[config.mk]
export PLATFORM = sky130hd
export DESIGN_NAME = cfu_front_end
export DESIGN_NICKNAME = d
export VERILOG_FILES = /design/src/hdl/cfu_pkg.sv /design/src/hdl/cfu_front_end.sv
export SDC_FILE = /design/constraint.sdc
export NUM_CORES = 1
export LEC_CHECK = 0
export ABC_AREA = 1
export BUFFER_PORTS_ARGS = -buffer_cell sky130_fd_sc_hd__buf_4
export CORE_AREA = 2 2 113 115
export CTS_BUF_LIST = sky130_fd_sc_hd__clkbuf_4 sky130_fd_sc_hd__clkbuf_8
export CTS_CLUSTER_SIZE = 25
export DETAILED_ROUTE_END_ITERATION = 7
export DIE_AREA = 0 0 115 117
export GPL_ROUTABILITY_DRIVEN = 0
export HOLD_SLACK_MARGIN = 0.02
export PLACE_DENSITY = 0.75
export SYNTH_ARGS = -nofsm -noshare
export SYNTH_HDL_FRONTEND = slang
export SYNTH_SLANG_ARGS = --single-unit
[constraint.sdc]
create_clock -name clk -period 5.3 [get_ports clk]
set_clock_uncertainty 0.15 [all_clocks]
set_input_delay 1.06 -clock clk [delete_from_list [all_inputs] [get_ports clk]]
set_output_delay 1.06 -clock clk [all_outputs]
set_load 0.02 [all_outputs]
[src/hdl/cfu_pkg.sv]
// shared widths, opcodes and the structs that link the front end to its units
// the opcode is funct3 only; funct7 carries nothing in this design
// funct3 values 5..7 all decode to op_none
`default_nettype none

package cfu_pkg;

  ////////////////////////////////////////
  // widths and sizes
  ////////////////////////////////////////

  // operand and result width
  localparam int unsigned data_w = 32;
  // full function id from the core
  localparam int unsigned func_id_w = 10;
  // funct3 sits in the low bits of the function id
  localparam int unsigned funct3_w = 3;
  // instruction store geometry
  localparam int unsigned instr_addr_w = 9;
  localparam int unsigned instr_depth = 512;

  ////////////////////////////////////////
  // opcodes
  ////////////////////////////////////////

  // core-visible opcode, decoded from funct3
  typedef enum logic [funct3_w-1:0] {
    op_byte_sum    = 3'd0,
    op_byte_swap   = 3'd1,
    op_bit_reverse = 3'd2,
    op_instr_write = 3'd3,
    op_instr_read  = 3'd4,
    // stands for every unassigned funct3 value
    op_none        = 3'd5
  } cfu_op_e;

  // operation carried to the SIMD byte ALU
  typedef enum logic [1:0] {
    alu_sum     = 2'd0,
    alu_swap    = 2'd1,
    alu_reverse = 2'd2,
    alu_zero    = 2'd3
  } alu_op_e;

  ////////////////////////////////////////
  // issue and result bundles
  ////////////////////////////////////////

  // work for the ALU, 67 bits
  typedef struct packed {
    logic              valid;
    alu_op_e           op;
    logic [data_w-1:0] operand_a;
    logic [data_w-1:0] operand_b;
  } alu_issue_t;

  // work for the instruction store, 43 bits
  typedef struct packed {
    logic                    valid;
    logic                    write;
    logic [instr_addr_w-1:0] addr;
    logic [data_w-1:0]       wdata;
  } store_issue_t;

  // answer from either unit, 33 bits
  typedef struct packed {
    logic              valid;
    logic [data_w-1:0] data;
  } unit_result_t;

endpackage

`default_nettype wire

[src/hdl/cfu_front_end.sv]
// command/response front end for the custom function unit
// one command in flight; cmd_ready stays low until the response is taken
// funct7 (function id bits above funct3) is ignored
// units return one result pulse per issue and never two at once
`default_nettype none

module cfu_front_end (
  input  logic                         clk,
  input  logic                         resetn,
  input  logic                         cmd_valid,
  output logic                         cmd_ready,
  input  logic [cfu_pkg::func_id_w-1:0] cmd_payload_function_id,
  input  logic [cfu_pkg::data_w-1:0]   cmd_payload_inputs_0,
  input  logic [cfu_pkg::data_w-1:0]   cmd_payload_inputs_1,
  output logic                         rsp_valid,
  input  logic                         rsp_ready,
  output logic [cfu_pkg::data_w-1:0]   rsp_payload_outputs_0,
  output cfu_pkg::alu_issue_t          alu_issue,
  output cfu_pkg::store_issue_t        store_issue,
  input  cfu_pkg::unit_result_t        alu_result,
  input  cfu_pkg::unit_result_t        store_result
);
  import cfu_pkg::*;

  typedef enum logic [1:0] {
    st_idle,
    st_busy,
    st_respond
  } state_e;

  state_e                  state;
  cfu_op_e                 op;
  logic                    accept;
  logic                    result_valid;
  logic                    alu_valid_q;
  logic                    store_valid_q;
  alu_op_e                 alu_op_q;
  logic                    store_write_q;
  logic [data_w-1:0]       operand_a_q;
  logic [data_w-1:0]       operand_b_q;
  logic [data_w-1:0]       rsp_data_q;

  // funct3 values above instr_read all map to op_none
  assign op = (cmd_payload_function_id[funct3_w-1:0] > 3'd4) ?
              op_none : cfu_op_e'(cmd_payload_function_id[funct3_w-1:0]);

  // handshake is a pure decode of the state
  assign cmd_ready    = (state == st_idle);
  assign rsp_valid    = (state == st_respond);
  assign accept       = cmd_valid && cmd_ready;
  assign result_valid = alu_result.valid || store_result.valid;

  ////////////////////////////////////////
  // control
  ////////////////////////////////////////
  always_ff @(posedge clk) begin
    if (!resetn) begin
      state         <= st_idle;
      alu_valid_q   <= 1'b0;
      store_valid_q <= 1'b0;
    end else begin
      // issue valids are single-cycle pulses
      alu_valid_q   <= 1'b0;
      store_valid_q <= 1'b0;
      case (state)
        st_idle: begin
          if (accept) begin
            state <= st_busy;
            // writes and reads go to the store, everything else to the ALU
            if (op == op_instr_write || op == op_instr_read) begin
              store_valid_q <= 1'b1;
            end else begin
              alu_valid_q <= 1'b1;
            end
          end
        end
        st_busy: begin
          if (result_valid) begin
            state <= st_respond;
          end
        end
        default: begin
          if (rsp_ready) begin
            state <= st_idle;
          end
        end
      endcase
    end
  end

  ////////////////////////////////////////
  // payload registers
  ////////////////////////////////////////
  always_ff @(posedge clk) begin
    if (accept) begin
      operand_a_q   <= cmd_payload_inputs_0;
      operand_b_q   <= cmd_payload_inputs_1;
      store_write_q <= (op == op_instr_write);
      case (op)
        op_byte_sum:    alu_op_q <= alu_sum;
        op_byte_swap:   alu_op_q <= alu_swap;
        op_bit_reverse: alu_op_q <= alu_reverse;
        default:        alu_op_q <= alu_zero;
      endcase
    end
    // combine the two units; only one can answer at a time
    if (result_valid) begin
      rsp_data_q <= alu_result.valid ? alu_result.data : store_result.data;
    end
  end

  assign alu_issue   = '{valid: alu_valid_q, op: alu_op_q,
                         operand_a: operand_a_q, operand_b: operand_b_q};
  // store address is the low bits of inputs_0
  assign store_issue = '{valid: store_valid_q, write: store_write_q,
                         addr: operand_a_q[instr_addr_w-1:0], wdata: operand_b_q};
  assign rsp_payload_outputs_0 = rsp_data_q;

  // a stalled response keeps its payload and the command slot stays closed
  a_rsp_hold: assert property (@(posedge clk) disable iff (!resetn)
    rsp_valid && !rsp_ready |=>
      rsp_valid && !cmd_ready && $stable(rsp_payload_outputs_0));

  // the units must never answer in the same cycle
  a_one_result: assert property (@(posedge clk) disable iff (!resetn)
    !(alu_result.valid && store_result.valid));

endmodule

`default_nettype wire

[Word-level counts from Yosys, hierarchy flattened]
Cells that the tools add are included.
Cells by class
  muxes and demuxes: 9
  reductions and logical operators: 8
  eq/ne operators: 8
  magnitude comparators: 1
Operator list (number)
  32-bit two-way mux: 1
  3-bit by 2-bit equality test with 1-bit output (second input constant): 2
  2-bit two-way mux: 3
  2-bit one-hot mux with 3 select lines: 1
  3-bit AND reduction: 2
  2-bit one-hot mux with 2 select lines: 1
  3-bit by 1-bit equality test with 1-bit output (second input constant): 1
  3-bit equality test (second input constant): 1
  3-bit greater-than comparator (second input constant): 1
  3-bit logical NOT: 1
  3-bit two-way mux: 1
  3-bit nonzero test: 1
  2-bit by 1-bit equality test with 1-bit output (second input constant): 1
  2-bit equality test (second input constant): 1
  2-bit logical NOT: 1
  1-bit logical OR: 2
  1-bit two-way mux: 2
  2-bit by 1-bit inequality test with 1-bit output (second input constant): 1
  2-bit inequality test (second input constant): 1
  1-bit logical AND: 1
Storage, ports and cells
  input port bits: 144
  flip-flop bits (word level): 103
  output and inout bits: 144

[Logic depth before layout (Yosys ltp)]
  depth in word-level cells: 5
  gate-level depth with buffers: 6
  depth with buffers taken out: 6

[Least setup slack after synthesis]
OpenSTA, ideal clock, no wires.
  kind: input-to-reg
  start point: input cmd_valid
  end point: register alu_op_q[0] (enable)
  path buffers: 0
  setup slack: 951 ps
  library setup time: 482 ps
  required time: 4668 ps
  stages on the path: 2
  data arrival time: 3716 ps
  cell sequence: inv_1 -> nor3_2
Between the ends
  cells in the longest elaborated chain, start to end: 1
RTL lines
  start: declaration: line cfu_front_end.sv:10  | input logic cmd_valid,
  1-bit logical AND: line cfu_front_end.sv:50  | assign accept = cmd_valid && cmd_ready;
  via accept: line cfu_front_end.sv:33  | logic accept;
  end signal: assignment: line cfu_front_end.sv:100  | op_byte_sum: alu_op_q <= alu_sum;
  end signal: assignment: line cfu_front_end.sv:101  | op_byte_swap: alu_op_q <= alu_swap;
  end signal: assignment: line cfu_front_end.sv:102  | op_bit_reverse: alu_op_q <= alu_reverse;
  end: declaration: line cfu_front_end.sv:37  | alu_op_e alu_op_q;
The timed path passes the listed nets, and every way through them passes these cells.
A chain may end at the register's enable or synchronous reset.

[Worst setup path after layout]
  start point: register state[1]
  end point: output rsp_valid
Between the ends
  cells in the longest elaborated chain, start to end: 1
RTL lines
  start: declaration: line cfu_front_end.sv:31  | state_e state;
  start signal: assignment: line cfu_front_end.sv:58  | state <= st_idle;
  start signal: assignment: line cfu_front_end.sv:68  | state <= st_busy;
  start signal: assignment: line cfu_front_end.sv:79  | state <= st_respond;
  2-bit equality test: line cfu_front_end.sv:49  | assign rsp_valid = (state == st_respond);
  end: declaration: line cfu_front_end.sv:15  | output logic rsp_valid,
Every way passes these cells.

==> results.md <==
- Distinct cell type count after synthesis: 13
- Final net count: 671
- CP cell instances: inv_1 -> nor2_1 -> buf_4
- Vias in the first global route: 2944
- DRT iter0 DRCs: 190
- Pwr dens: 313 mW/mm^2
- Vias: 2958
- Post-Syn Nets: 429
- Max-slew headroom: 0.434
- Post-CTS Setup Repair Bufs: 0
- GR Overflow Total: 0
- Finished Cell Area: 0.00606 sq mm
- Ys Warns: 0
- Initial antenna violation count: 2
- Status: finished clean
- CTS Buf Count: 9
- Main synth FF type: edfxtp_1
- Fmax: 0.427 GHz
- Final ANT Viol Nets: 0
- Worst EP required: 4090 ps
- Most common cell in the netlist: nand2_1
- Rows: 41
- Tot Pwr: 1.90 mW
- Max Fanout on Critical Path: 5
- Remaining DRCs: 0
- Layout Cells excl Fill: 682
- Post-CTS Hold Buffers: 0
- Yosys top cell by area: edfxtp_1
- Detail-routed via count per cell: 4.34
- H-tree depth: 3
- Die Y: 117 microns
- Asr flop ratio synth: 0
- Die area: 0.0135 sq mm
- Mapped Area: 0.00394 sq mm
- Worst EP arrival: 1130 ps
- Tmin final: 2340 ps
- I/O Pins: 288
- Number of synthesized register bits: 103
- TritonRoute pass-1 iters: 4
- Clk root buf: clkbuf_8
- Leakage power total: 2.85 nW
- GRT Total Usage: 0.153
- Area Growth Syn to Fin: 54.0%
- Synth top cells by count: 108 x nand2_1, 99 x edfxtp_1, 47 x buf_4
- Post-CTS sizing: 0
- Core ar.: 0.0123 sq mm
- Top cells by area, synth: edfxtp_1 76%, nand2_1 10%, buf_4 9.0%
- Worst Hold Class: reg2reg
- Final Util: 0.493
- CP Launch Type: flip-flop
- Share of layout cells above drive strength 1: 0.567
- Dpl ws: 2690 ps
- Crit path kind: reg2out
- WHS: 449 ps
- Largest net degree at the start of global routing: 68
- Hold Fails Final Rpt: 0
- CP max stage delay: 460 ps
- Post-synth EDFFs: 99
- Clk_lat worst skew: 370 ps
- WL final: 10900 microns
- Filler Cells Inserted: 1104
- Synth Instances: 285
- # clock sinks: 103
- Placed cell count: 666
- Max Cap Viol: 0
- Critical-path top delay cell: dfxtp_1
- Port-buffer cells: 280
- Die Width: 115 microns
- CTS tree: built
- Final HPWL DP: 8560 microns
- Syn_area_per_cell: 13.8 sq um
- Routed wire per std cell: 15.9 microns
- Final Max Tran Viols: 0
- RSZ-0062 raised after global routing: no
- CP Capture Type: output pin
- Setup total negative slack: 0 ps
- Max VDD drop: 0.113 mV
- Post-synthesis sequential area ratio: 0.775
- Initial Util: 0.320
- Count of final setup violators: 0
- Area after DPL: 0.00588 sq mm
- Clk slew on worst S/H paths: 90 ps
- Max clock buf depth: 2
- Crit share post-route: 0.441
- Setup ws final: 2960 ps
- Worst-Margin Slew: 848 ps
- First-pass GRT wire length: 15100 microns
- Post-synth top area share: 0.755
==> area by class of cell <==
| type | count | area, sq um | area share |
|---|---|---|---|
| sequential | 103 | 3050 | 0.503 |
| inverter | 12 | 45.0 | 0.00743 |
| tap | 150 | 188 | 0.0309 |
| clock buffer | 11 | 139 | 0.0229 |
| antenna | 1 | 2.50 | 0.000413 |
| clock inverter | 4 | 47.5 | 0.00784 |
| timing repair buffer | 282 | 2120 | 0.349 |
| multi-input combinational | 119 | 473 | 0.0780 |
==> final timing paths <==
path / startpoint / slack [ps] / end / cells past startpoint
worst min register to register: state[1] / 450 / state[1] / 2
worst min-delay path: state[1] / 450 / state[1] / 2
worst max register to register: state[1] / 3430 / operand_a_q[22] / 2
worst max-delay path: state[1] / 2960 / rsp_valid / 3
==> sequential cells by signal, indices dropped and copies added (netlist names) <==
signal / count
store_write_q: 1
alu_valid_q: 1
operand_a_q: 32
alu_op_q: 2
store_valid_q: 1
rsp_payload_outputs_0: 32
state: 2
operand_b_q: 32
==> worst max-delay path, delay by kind of cell (launching register included) <==
family | cells | cell delay [ps]
buffers and inverters | 2 | 220
flip-flops | 1 | 460
AND/OR/NAND/NOR | 1 | 90
==> placed cells by master, fill, tap and decap left out, drive strengths merged, types with 2 or more instances in the layout <==
cell type	count
buf	282
nand2	109
edfxtp	99
inv	12
clkbuf	11
nor2	5
dfxtp	4
nand3	2
clkinv	2
==> where the power goes <==
group	switching, mW	total [mW]	internal, mW
combinational	0.223	0.408	0.185
sequential	0.0312	1.01	0.980
clock	0.256	0.481	0.225
total	0.510	1.90	1.39
==> per-layer routing <==
metal | global-route usage | vias to the layer above | routed length [microns]
met5 | 0 | - | 13
met4 | 0.0651 | 2 | 182
met3 | 0.0772 | 13 | 1470
met2 | 0.255 | 189 | 5250
met1 | 0.167 | 1367 | 3930
li1 | - | 1387 | -
==> cell families (layout without fill, tap and decap cells) <==
family / count (synthesis) / after routing / share of synthesized area
flops: 103 / 103 / 0.775
simple gates: 117 / 117 / 0.114
other cells: 0 / 1 / 0
compound gates: 2 / 2 / 0.00413
buf+inv: 63 / 309 / 0.106
Note: power is estimated with default switching activity, not from simulation.
