File: src/hdl/cfu_pkg.sv
// shared widths, opcodes and the structs that link the front end to its units
// the opcode is funct3 only; funct7 carries nothing in this design
// funct3 values 5..7 all decode to op_none
`default_nettype none

package cfu_pkg;

  ////////////////////////////////////////
  // widths and sizes
  ////////////////////////////////////////

  // operand and result width
  localparam int unsigned data_w = 32;
  // full function id from the core
  localparam int unsigned func_id_w = 10;
  // funct3 sits in the low bits of the function id
  localparam int unsigned funct3_w = 3;
  // instruction store geometry
  localparam int unsigned instr_addr_w = 9;
  localparam int unsigned instr_depth = 512;

  ////////////////////////////////////////
  // opcodes
  ////////////////////////////////////////

  // core-visible opcode, decoded from funct3
  typedef enum logic [funct3_w-1:0] {
    op_byte_sum    = 3'd0,
    op_byte_swap   = 3'd1,
    op_bit_reverse = 3'd2,
    op_instr_write = 3'd3,
    op_instr_read  = 3'd4,
    // stands for every unassigned funct3 value
    op_none        = 3'd5
  } cfu_op_e;

  // operation carried to the SIMD byte ALU
  typedef enum logic [1:0] {
    alu_sum     = 2'd0,
    alu_swap    = 2'd1,
    alu_reverse = 2'd2,
    alu_zero    = 2'd3
  } alu_op_e;

  ////////////////////////////////////////
  // issue and result bundles
  ////////////////////////////////////////

  // work for the ALU, 67 bits
  typedef struct packed {
    logic              valid;
    alu_op_e           op;
    logic [data_w-1:0] operand_a;
    logic [data_w-1:0] operand_b;
  } alu_issue_t;

  // work for the instruction store, 43 bits
  typedef struct packed {
    logic                    valid;
    logic                    write;
    logic [instr_addr_w-1:0] addr;
    logic [data_w-1:0]       wdata;
  } store_issue_t;

  // answer from either unit, 33 bits
  typedef struct packed {
    logic              valid;
    logic [data_w-1:0] data;
  } unit_result_t;

endpackage

`default_nettype wire

File: src/hdl/simd_byte_alu.sv
// SIMD byte ALU, one registered cycle from issue to result
// sum covers all eight operand bytes, swap and reverse use operand_a only
`default_nettype none

module simd_byte_alu (
  input  logic                  clk,
  input  logic                  resetn,
  input  cfu_pkg::alu_issue_t   alu_issue,
  output cfu_pkg::unit_result_t alu_result
);
  import cfu_pkg::*;

  logic              res_valid_q;
  logic [data_w-1:0] res_data_q;
  logic [data_w-1:0] byte_sum;
  logic [data_w-1:0] alu_out;

  // unsigned sum of both operands' bytes, zero extended
  always_comb begin
    byte_sum = '0;
    for (int i = 0; i < data_w / 8; i++) begin
      byte_sum = byte_sum + data_w'(alu_issue.operand_a[i*8 +: 8])
                          + data_w'(alu_issue.operand_b[i*8 +: 8]);
    end
  end

  ////////////////////////////////////////
  // operation select
  ////////////////////////////////////////
  always_comb begin
    case (alu_issue.op)
      alu_sum:     alu_out = byte_sum;
      // byte order reversed
      alu_swap:    alu_out = {<<8{alu_issue.operand_a}};
      // bit order reversed
      alu_reverse: alu_out = {<<{alu_issue.operand_a}};
      default:     alu_out = '0;
    endcase
  end

  always_ff @(posedge clk) begin
    if (!resetn) begin
      res_valid_q <= 1'b0;
    end else begin
      res_valid_q <= alu_issue.valid;
    end
  end

  // data only moves on an issue
  always_ff @(posedge clk) begin
    if (alu_issue.valid) begin
      res_data_q <= alu_out;
    end
  end

  assign alu_result = '{valid: res_valid_q, data: res_data_q};

endmodule

`default_nettype wire

File: config.mk
export PLATFORM = sky130hd
export DESIGN_NAME = simd_byte_alu
export DESIGN_NICKNAME = d
export VERILOG_FILES = /design/src/hdl/cfu_pkg.sv /design/src/hdl/simd_byte_alu.sv
export SDC_FILE = /design/constraint.sdc
export NUM_CORES = 1
export LEC_CHECK = 0
export BUFFER_PORTS_ARGS = -buffer_cell sky130_fd_sc_hd__buf_4
export CAP_MARGIN = 30
export CORE_MARGIN = 2
export CORE_UTILIZATION = 35
export DETAILED_ROUTE_END_ITERATION = 8
export HOLD_SLACK_MARGIN = 0.08
export PLACE_DENSITY_LB_ADDON = 0.1
export REMOVE_ABC_BUFFERS = 1
export SYNTH_ARGS = -nofsm -noshare
export SYNTH_HDL_FRONTEND = slang
export SYNTH_SLANG_ARGS = --single-unit
File: constraint.sdc
create_clock -name clk -period 14.1 [get_ports clk]
set_input_delay 2.82 -clock clk [delete_from_list [all_inputs] [get_ports clk]]
set_output_delay 2.82 -clock clk [all_outputs]
set_load 0.02 [all_outputs]
* Word-level counts from Yosys, hierarchy flattened *
Cells that the tools add are included.

cells by class
  $add $sub $neg = 7
  multipliers = 0
  div/mod/pow operators = 0
  $lt $le $gt $ge = 0
  equal/unequal tests = 2
  shifts and indexed selects = 0
  mux-type cells = 1
  bitwise logic cells = 0
  reductions and logical operators = 1

operators by type and width
  cell                                                 count
  one-hot mux 32 bit (3 select lines)                  1
  adder 14 x 8 -> 15 bit                               1
  adder 13 x 8 -> 14 bit                               1
  adder 12 x 8 -> 13 bit                               1
  adder 11 x 8 -> 12 bit                               1
  adder 10 x 8 -> 11 bit                               1
  adder 9 x 8 -> 10 bit                                1
  adder 8 x 8 -> 9 bit                                 1
  equality test 2 x 1 -> 1 bit, second input constant  1
  equality test 2 bit, second input constant           1
  logical NOT 2 bit                                    1

word-level totals
  bits in registers = 33
  latch bits = 0
  RAM bits = 0
  bits in read-only memories = 0
  output and inout bits = 33
  logic and storage cells = 13
  memories kept = 0

* Depth between registers and ports, before layout *
Gate-level depths: netlist of the first run.

  depth after elaboration = 8
  mapped depth = 17

* Least setup slack after synthesis of the first run *
No wires, ideal clock.

  path kind = input -> register
  from = input alu_issue[2] (netlist bit)
  to = register res_data_q[8], data pin
  data arrival time = 6.219 ns
  slack = 7.620 ns
  stages on the path = 15
  path buffers = 0
  cell sequence = inv_1 fa_1 inv_1 fa_1 fa_1 fa_1 ha_1 inv_1 fa_1 nor2b_4 o31a_1 o21ai_1 nand2b_1 xnor2_1 o21ai_1

between the ends
  cells in the longest elaborated chain, start to end = 8

ends and longest elaborated chain
  what                                 RTL line             RTL
  from (decl)                          simd_byte_alu.sv:8   input cfu_pkg::alu_issue_t alu_issue,
  adder 8 x 8 -> 9 bit                 simd_byte_alu.sv:23  + data_w'(alu_issue.operand_b[i*8 +: 8]);
  adder 9 x 8 -> 10 bit                simd_byte_alu.sv:22  byte_sum = byte_sum + data_w'(alu_issue.operand_a[i*8 +: 8])
  adder 10 x 8 -> 11 bit               simd_byte_alu.sv:23
  adder 11 x 8 -> 12 bit               simd_byte_alu.sv:22
  adder 12 x 8 -> 13 bit               simd_byte_alu.sv:23
  adder 13 x 8 -> 14 bit               simd_byte_alu.sv:22
  adder 14 x 8 -> 15 bit               simd_byte_alu.sv:23
  one-hot mux 32 bit (3 select lines)  simd_byte_alu.sv:31  case (alu_issue.op)
  net alu_out[8]                       simd_byte_alu.sv:16  logic [data_w-1:0] alu_out;
  to (signal assigned)                 simd_byte_alu.sv:52  res_data_q <= alu_out;
  to (decl)                            simd_byte_alu.sv:14  logic [data_w-1:0] res_data_q;

The timed path passes the listed nets, and every way through them passes these cells.
A chain may end at the register's enable or synchronous reset.

* Worst setup path in the final report of the first run *
Same ends and word-level chain as after synthesis.

==> run summary, run 1 <==
For the number of buffers added to fix hold violations after cts, the log shows 0. Setup slack at placement: 7.35 ns. In this run, synthesis produced a sequential element count of 33. The tools report the total number of vias as 2297.

The combinational group share of total power is 0.661, and the relative contribution of sequential cells to total power is 0.223. The tools report the TritonCTS buffer count as 5. The tools report the core footprint as 0.00868 mm2. The effective utilization at floorplan was 0.359. The total number of placement rows is 34.

The post-route fraction of the period consumed by the critical path was 0.455. Number of top-level design ports: 102. In the post-route analysis, the smallest setup slack over all paths is 7.68 ns.

The utilization after layout is 0.469, and the worst max-slew margin expressed relative to the limit is 0.597. The die covers 0.00968 mm2. Setup violations remaining at the end of the flow were counted as 0.

The worst setup path is launched from an input port. The maximum root-to-sink buffer count is 2, and the data required time of the worst path is 14.14 ns. Summed over all layers, the global routing overflow is 0.

The logs give 0 for the number of antenna-violating nets in the routed design and 2466 for the number of global-route vias before repair. The tightest min-delay check is of the in -> reg type. The proportion of total power due to net switching is 0.420.

In this run, synthesis inferred 32 flip-flops with an integrated enable. Synthesis produced a netlist whose cell count is 299. The clock transition at the register clock pins on the worst setup and hold paths after CTS was 0.07 ns; the design area was 0.00407 mm2.

The tools report the global router's overall resource usage as 0.153. The biggest area contributor in the post-synthesis netlist is sky130_fd_sc_hd__edfxtp_1. The post-synthesis async set-or-reset flop share was 0; the x dimension of the die was 98.4 um. The number of warnings issued by yosys came out at 0. The number of buffers added on ports is 101. Wires add up to 6980 um. Top fanout value on the critical path: 3. Dividing the detail-routed wire length by the instance count gives 13.7 um.

The most common cell after layout, fill and taps aside was sky130_fd_sc_hd__inv_1. CTS saw 33 sinks. The tools report the number of H-tree branching levels as 2.

The power per cell area is 148 mW/mm2. The worst setup path is captured at a register. The fraction of met2 tracks used by global routing came out at 0.258.

The fraction of layout instances using a drive strength above 1 came out at 0.290. Predominant post-synthesis flop cell: sky130_fd_sc_hd__edfxtp_1. Hold violation count in the final report: 0. In the layout the commonest cells are sky130_fd_sc_hd__inv_1 (113), sky130_fd_sc_hd__buf_4 (102), sky130_fd_sc_hd__fa_1 (47).

After synthesis, the mean cell area works out to 10.4 um2. The worst path needs 6.42 ns of the cycle, external delays included. In the final timing run, aggregate negative setup slack is 0 ns. TritonCTS built the clock tree. Ranked by total cell area, the synthesized netlist is headed by sky130_fd_sc_hd__edfxtp_1 (31%), sky130_fd_sc_hd__fa_1 (30%), sky130_fd_sc_hd__inv_1 (14%).

The run gives 156 MHz as the highest clock rate. The first-pass GRT wire length was 11700 um. Root buffer cell: sky130_fd_sc_hd__clkbuf_8.

The met1 track demand over resource in global routing is 0.208. The tools report the clock share of power as 0.116. Data on the critical path arrives at its endpoint at 6.46 ns.

The tools report the largest net degree at the start of global routing as 34. The net count of the finished layout is 526. The number of antenna diodes in the final layout is 0. At the pin with the least slew margin, the transition time is 0.602 ns. The detailed-routing iteration count for the pre-antenna-repair pass came out at 4.

Summed over all nets, the switching power comes to 252 uW. Setup repair after global routing left no endpoint under its margin. For this run, design rule violations remaining after detail routing come to 0.

For the initial antenna violation count, the log shows 0. After synthesis the cells add up to 0.00312 mm2. The run finished with clean final reports. In this run, the number of DRC markers left after iteration 0 of detailed routing was 88.

The wire-length estimate of the detail-placed layout is 5770 um. The logs give 0.0836 mV for the worst voltage drop across the vdd grid and 2.10 nW for the total leakage power. The routability congestion estimate is 0.799, and the post-detailed-placement cell area is 0.00398 mm2. The critical path in this run is classified as in -> reg. The area share of the leading cell type in the synthesized netlist was 0.308; the number of vias per cell was 4.52.

Compared with the post-synthesis result, the final layout area differs by 30.5%. For the met3 demand-to-capacity share in global routing, the log shows 0.0236. The post-synthesis sequential area ratio is 0.314. The layer flagged by global routing as most heavily used is met2.

The run gives 36 as the number of distinct library cells after synthesis. The number of instances resized during post-cts repair came out at 0. The internal portion of the total power is 349 uW.

The logs give 0 for the number of max-slew violations in the final report and 0 for the max capacitance violation total. Height of the die: 98.4 um. The number of setup buffers added after CTS is 0.
## routing by layer
metal,wire length [um],part of all wire
met1,3140,0.45
met2,3430,0.49
met3,316,0.045
met4,85,0.012
met5,0,0
## Yosys cell counts (3+ instances only)
cell                       instances
sky130_fd_sc_hd__nand2_1           7
sky130_fd_sc_hd__a22oi_1           3
sky130_fd_sc_hd__o21ai_1           5
sky130_fd_sc_hd__a22o_1           21
sky130_fd_sc_hd__edfxtp_1         32
sky130_fd_sc_hd__ha_1             11
sky130_fd_sc_hd__inv_1           113
sky130_fd_sc_hd__buf_2             7
sky130_fd_sc_hd__nor2_1            5
sky130_fd_sc_hd__a21oi_1           6
sky130_fd_sc_hd__nor2b_1           4
sky130_fd_sc_hd__fa_1             47
sky130_fd_sc_hd__o21ai_0           9
## worst paths after layout
path / cells after the start / from / endpoint / slack (ns)
max: 16 / alu_issue[2] / res_data_q[8] / 7.68
min: 2 / resetn / res_valid_q / 2.74
## sequential cells by signal, indices dropped and copies added (netlist names)
register     flops
res_valid_q      1
res_data_q      32
## cell families (layout without fill, tap and decap cells)
logic type	count (synthesis)	after routing	share of synthesized area
xor gates and xnor gates	3	3	0.00843
buffers and inverters	123	224	0.152
muxes	4	4	0.0136
AOI/OAI and AO/OA	54	54	0.125
DFF	33	33	0.314
and+or+nand+nor	24	24	0.0405
adders and majority gates	58	58	0.346
## layout make-up
type                            count  area [um2]
Clock inverter                      1        5.00
Inverter                          113         424
Fill cell                         895        4610
Clock buffer                        7        76.3
Sequential cell                    33         981
Multi-Input combinational cell    143        1670
Timing Repair Buffer              103         781
Tap cell                          108         135
## power groups by stage
stage	Sequential [mW]	Combinational (mW)	Clock, mW
final	0.134	0.398	0.0698
after global placement	0.136	0.399	0
after CTS	0.134	0.406	0.0723
after detailed placement	0.136	0.404	0
after floorplan	0.154	0.279	0
after global routing	0.136	0.461	0.0743
## per-stage QoR
stage | hold slack, ns | cells | total power, mW
after global placement | 3.03 | 499 | 0.534
after floorplan | 2.93 | 289 | 0.433
after global routing | 2.73 | 508 | 0.671
final | 2.74 | 508 | 0.602
after CTS | 2.73 | 507 | 0.612
after detailed placement | 3.03 | 499 | 0.540
## critical path, stage by stage
cell and delay (ns):
sky130_fd_sc_hd__buf_4 0.07, sky130_fd_sc_hd__inv_1 0.04, sky130_fd_sc_hd__fa_1 0.53, sky130_fd_sc_hd__inv_1 0.05, sky130_fd_sc_hd__fa_1 0.50, sky130_fd_sc_hd__fa_1 0.52, sky130_fd_sc_hd__fa_1 0.56, sky130_fd_sc_hd__ha_1 0.21
sky130_fd_sc_hd__inv_1 0.07, sky130_fd_sc_hd__fa_1 0.42, sky130_fd_sc_hd__nor2b_4 0.14, sky130_fd_sc_hd__o31a_1 0.15, sky130_fd_sc_hd__o21ai_1 0.06, sky130_fd_sc_hd__nand2b_1 0.11, sky130_fd_sc_hd__xnor2_1 0.12, sky130_fd_sc_hd__o21ai_1 0.07
(Power assumes the default switching activity.)
==> run 2, diff against run 1 <==
--- a/config.mk
+++ b/config.mk
@@ -5,6 +5,7 @@
 export SDC_FILE = /design/constraint.sdc
 export NUM_CORES = 1
 export LEC_CHECK = 0
+export ABC_AREA = 1
 export BUFFER_PORTS_ARGS = -buffer_cell sky130_fd_sc_hd__buf_4
 export CAP_MARGIN = 30
 export CORE_MARGIN = 2
==> constraint.sdc (replaced) <==
create_clock -name clk -period 5.2 [get_ports clk]
set_input_delay 1.04 -clock clk [delete_from_list [all_inputs] [get_ports clk]]
set_output_delay 1.04 -clock clk [all_outputs]
set_load 0.02 [all_outputs]
==> run summary, run 2 <==
The commonest cells after synthesis are sky130_fd_sc_hd__inv_1 (139), sky130_fd_sc_hd__fa_1 (47), sky130_fd_sc_hd__edfxtp_1 (32). The complex-gate fraction of the synthesized area works out to 0.0898 (-0.0354). The combinational family with the most area after synthesis was adder cells. The run gives 0.00872 mm2 (+0.49%) as the core footprint. Hold violation count in the final report: 0 (unchanged). The internal power consumption was 916 uW (+160%). The count of inserted antenna diode cells is 0 (unchanged), and the area share of the leading cell type in the synthesized netlist is 0.305 (-0.00306).

Setup repair after global routing left no endpoint under its margin. Number of antenna-violating nets in the routed design: 0 (unchanged). The tools report the worst setup margin as 0.704 ns (-6.97 ns). The run gives 0.00978 mm2 (+0.96%) as the area of the die. The fraction of synthesized cell area in xor and xnor cells came out at 0 (-0.00842). TritonCTS built the clock tree. The mux share of post-synthesis cell area is 0 (-0.0136), and the maximum root-to-sink buffer count is 2 (unchanged). The final instance count without filler cells is 542 (+6.7%). The standard cell with the maximum stage delay on the critical path was sky130_fd_sc_hd__fa_1.

Number of top-level design ports: 102 (unchanged). The height of the die was 98.9 um (+0.48%). Worst voltage drop across the vdd grid: 0.170 mV (+100%). The net total in the final layout was 560 (+6.5%).

The largest net degree at the start of global routing is 34 (unchanged), and the synthesis-stage register bit count is 33 (unchanged). The number of distinct library cells after synthesis is 23 (-36%). By area the synthesized netlist is led by sky130_fd_sc_hd__edfxtp_1 (31%), sky130_fd_sc_hd__fa_1 (30%), sky130_fd_sc_hd__inv_1 (17%). The arrival time of the worst setup path was 4.54 ns (-1.92 ns). The largest registers in the layout are res_data_q: 32 flops, res_valid_q: 1 flops. Cell family with the largest share of critical-path delay: adder cells. For this run, the leading register cell type out of synthesis is sky130_fd_sc_hd__edfxtp_1.

The post-CTS setup buffer count came out at 0 (unchanged). The logs give 0.361 (+0.00183) for the effective utilization at floorplan and 222 MHz for the highest clock rate. The area growth from synthesis to layout was 30.5% (about the same). The signal on the critical path passes through buf_4 > inv_1 > fa_1 > inv_1 > fa_1 > fa_1 > fa_1 > ha_1 > inv_1 > fa_1 > inv_1 > nand2_1 > nand2_1 > nand3_1 > nand2_1 > nand2_1 > nand3_1 > nand2_1. The number of remaining DRC errors is 0 (unchanged).

The tools report the post-synthesis sequential area ratio as 0.311 (-0.00312). The number of buffers added on ports is 101 (unchanged), and the slew at the pin closest to its max-slew limit is 0.818 ns (+0.216 ns). For the TritonCTS buffer count, the log shows 5 (unchanged). For the total number of vias, the log shows 2399 (+4.4%).

Counting I/O delays and the setup requirement, the final critical path takes 4.50 ns. The number of enable-type register cells in the synthesized netlist was 32 (unchanged). The tools report the global router's overall resource usage as 0.152 (-0.000893). The run finished with clean final reports. The initial antenna violation count is 0 (unchanged), and the number of cells produced by synthesis is 332 (+11%).

The run gives 0.00315 mm2 (+1.0%) as the netlist area before placement. The worst max-slew margin expressed relative to the limit is 0.453 (-0.144), and the post-synthesis async set-or-reset flop share is 0 (unchanged). The number of instances resized during post-cts repair was 0 (unchanged). The library cell used most frequently in the layout, excluding fill and tap cells, is sky130_fd_sc_hd__inv_1. The count of buffer and inverter cells on the critical path came out at 5 (+1). The first-pass GRT wire length is 11800 um (+1.1%). The tools report the launching element type of the critical path as an input port. The post-synthesis share of cell area spent on and, or, nand and nor gates works out to 0.0731 (+0.0326). The flip-flop count of the largest register after layout was 32 (unchanged). The adder-cell share of the synthesized area is 0.342 (-0.00343), and the number of buffers added to fix hold violations after cts is 0 (unchanged).

The synthesized design spends more area on one cell type than any other, namely sky130_fd_sc_hd__edfxtp_1. Max capacitance violation total: 0 (unchanged). The tools report the relative contribution of sequential cells to total power as 0.218 (-0.005).

The number of max-slew violations in the final report is 0 (unchanged), and the total half-perimeter wirelength after legalization and detailed placement is 5760 um (-0.20%). Counting flops per register, the top entry is res_data_q. The worst setup path is captured at a register.

The number of instances in the placed design is 534 (+7.0%), and the initial DRC count is 83 (-5.7%). The total number of placement rows was 34 (unchanged); the clock share of power was 0.122 (+0.006). The tools report the detailed-routing iteration count for the pre-antenna-repair pass as 4 (unchanged). The x dimension of the die was 98.9 um (+0.48%). CTS placed an instance of sky130_fd_sc_hd__clkbuf_8 at the clock tree root. The switching power total was 732 uW (+190%). The fraction of layout instances using a drive strength above 1 was 0.265 (-0.0250). The total leakage power was 2.21 nW (+5.3%); the routability congestion estimate was 0.788 (-1.5%). By instance count, the leading cell after synthesis is sky130_fd_sc_hd__inv_1. The average instance area after synthesis came out at 9.49 um2 (-9.0%). The remaining global-route overflow was 0 (unchanged); the proportion of total power due to net switching was 0.444 (+0.0245). The data required time of the worst path was 5.24 ns (-8.90 ns); the top fanout value on the critical path was 3 (unchanged). Leaving out fill and tap cells, the most frequent cells in the layout are sky130_fd_sc_hd__inv_1 (139), sky130_fd_sc_hd__buf_4 (102), sky130_fd_sc_hd__fa_1 (47). The worst stage delay on the critical path came out at 0.57 ns (about the same). The min-delay analysis places its worst path in the category in -> reg.

The utilization after layout came out at 0.472 (+0.00245). The run gives 0 (unchanged) as the total of endpoints with negative setup slack in the final report. The critical path in this run is classified as in -> reg.

The power per cell area was 401 mW/mm2 (+170%); the clock transition at the register clock pins on the worst setup and hold paths after CTS was 0.07 ns (about the same). The combinational group share of total power was 0.660 (about the same); the number of warnings issued by yosys was 0 (unchanged). Number of vias per cell: 4.43 (-2.1%).

The clock sink count came out at 33 (unchanged). Total wire length after detailed routing: 6890 um (-1.3%). Post-route fraction of the period consumed by the critical path: 0.865. The number of H-tree branching levels is 2 (unchanged). The total negative slack was 0 ns (unchanged). The setup slack at placement was 0.439 ns (-6.91 ns). The average wire length per cell after detail routing is 12.7 um (-7.5%). The run gives 0.938 ns (-1.80 ns) as the final hold slack. The run gives 2540 (+3.0%) as the number of global-route vias before repair.
run 2: cell types whose count changed after synthesis, sizes merged, moves of 9 or more:
cell,before,now
a22o,21,0
inv,113,139
nand2,7,31
nand3,0,9
o21ai,14,2
o22ai,0,27
run 2: power by group through the flow:
stage	combinational (mW)	sequential (mW)	clock, mW
after floorplan	0.755	0.417	0
after global placement	1.08	0.366	0
after detailed placement	1.09	0.366	0
after CTS	1.10	0.360	0.207
after global routing	1.28	0.364	0.217
final	1.09	0.359	0.201
run 2: cell type report:
cell class	count	area (um2)
tap	108	135
timing repair buffer	103	793
multi-input combinational	151	1590
fill	876	4610
inverter	139	522
clock buffer	8	90.1
sequential	33	981
run 2: layer usage:
| metal | share of wire | GRT usage |
|---|---|---|
| met4 | 0.012 | 0.0379 |
| met1 | 0.43 | 0.206 |
| met3 | 0.051 | 0.0241 |
| met5 | 0 | 0 |
| met2 | 0.51 | 0.257 |
run 2: final timing paths:
check                         from  cells after the start       endpoint  slack [ns]
worst max-delay path  alu_issue[2]                     18  res_data_q[8]        0.70
worst min-delay path        resetn                      3    res_valid_q        0.94
run 2: cell families after synthesis:
kind of cell    count (synthesis)
fa+ha+maj                      58
buf+inv                       148
compound gates                 40
simple gates                   53
flops                          33
run 2: metrics by stage:
step                total power, mW  area, um2
finish                         1.65       4110
global route                   1.86       4110
CTS                            1.67       4110
detailed placement             1.46       4020
global placement               1.44       4000
floorplan                      1.17       3090
run 2: tightest hold or removal path, delay by kind of cell:
family,cells,cell delay [ns]
buffers and inverters,2,0.12
and+or+nand+nor,1,0.04
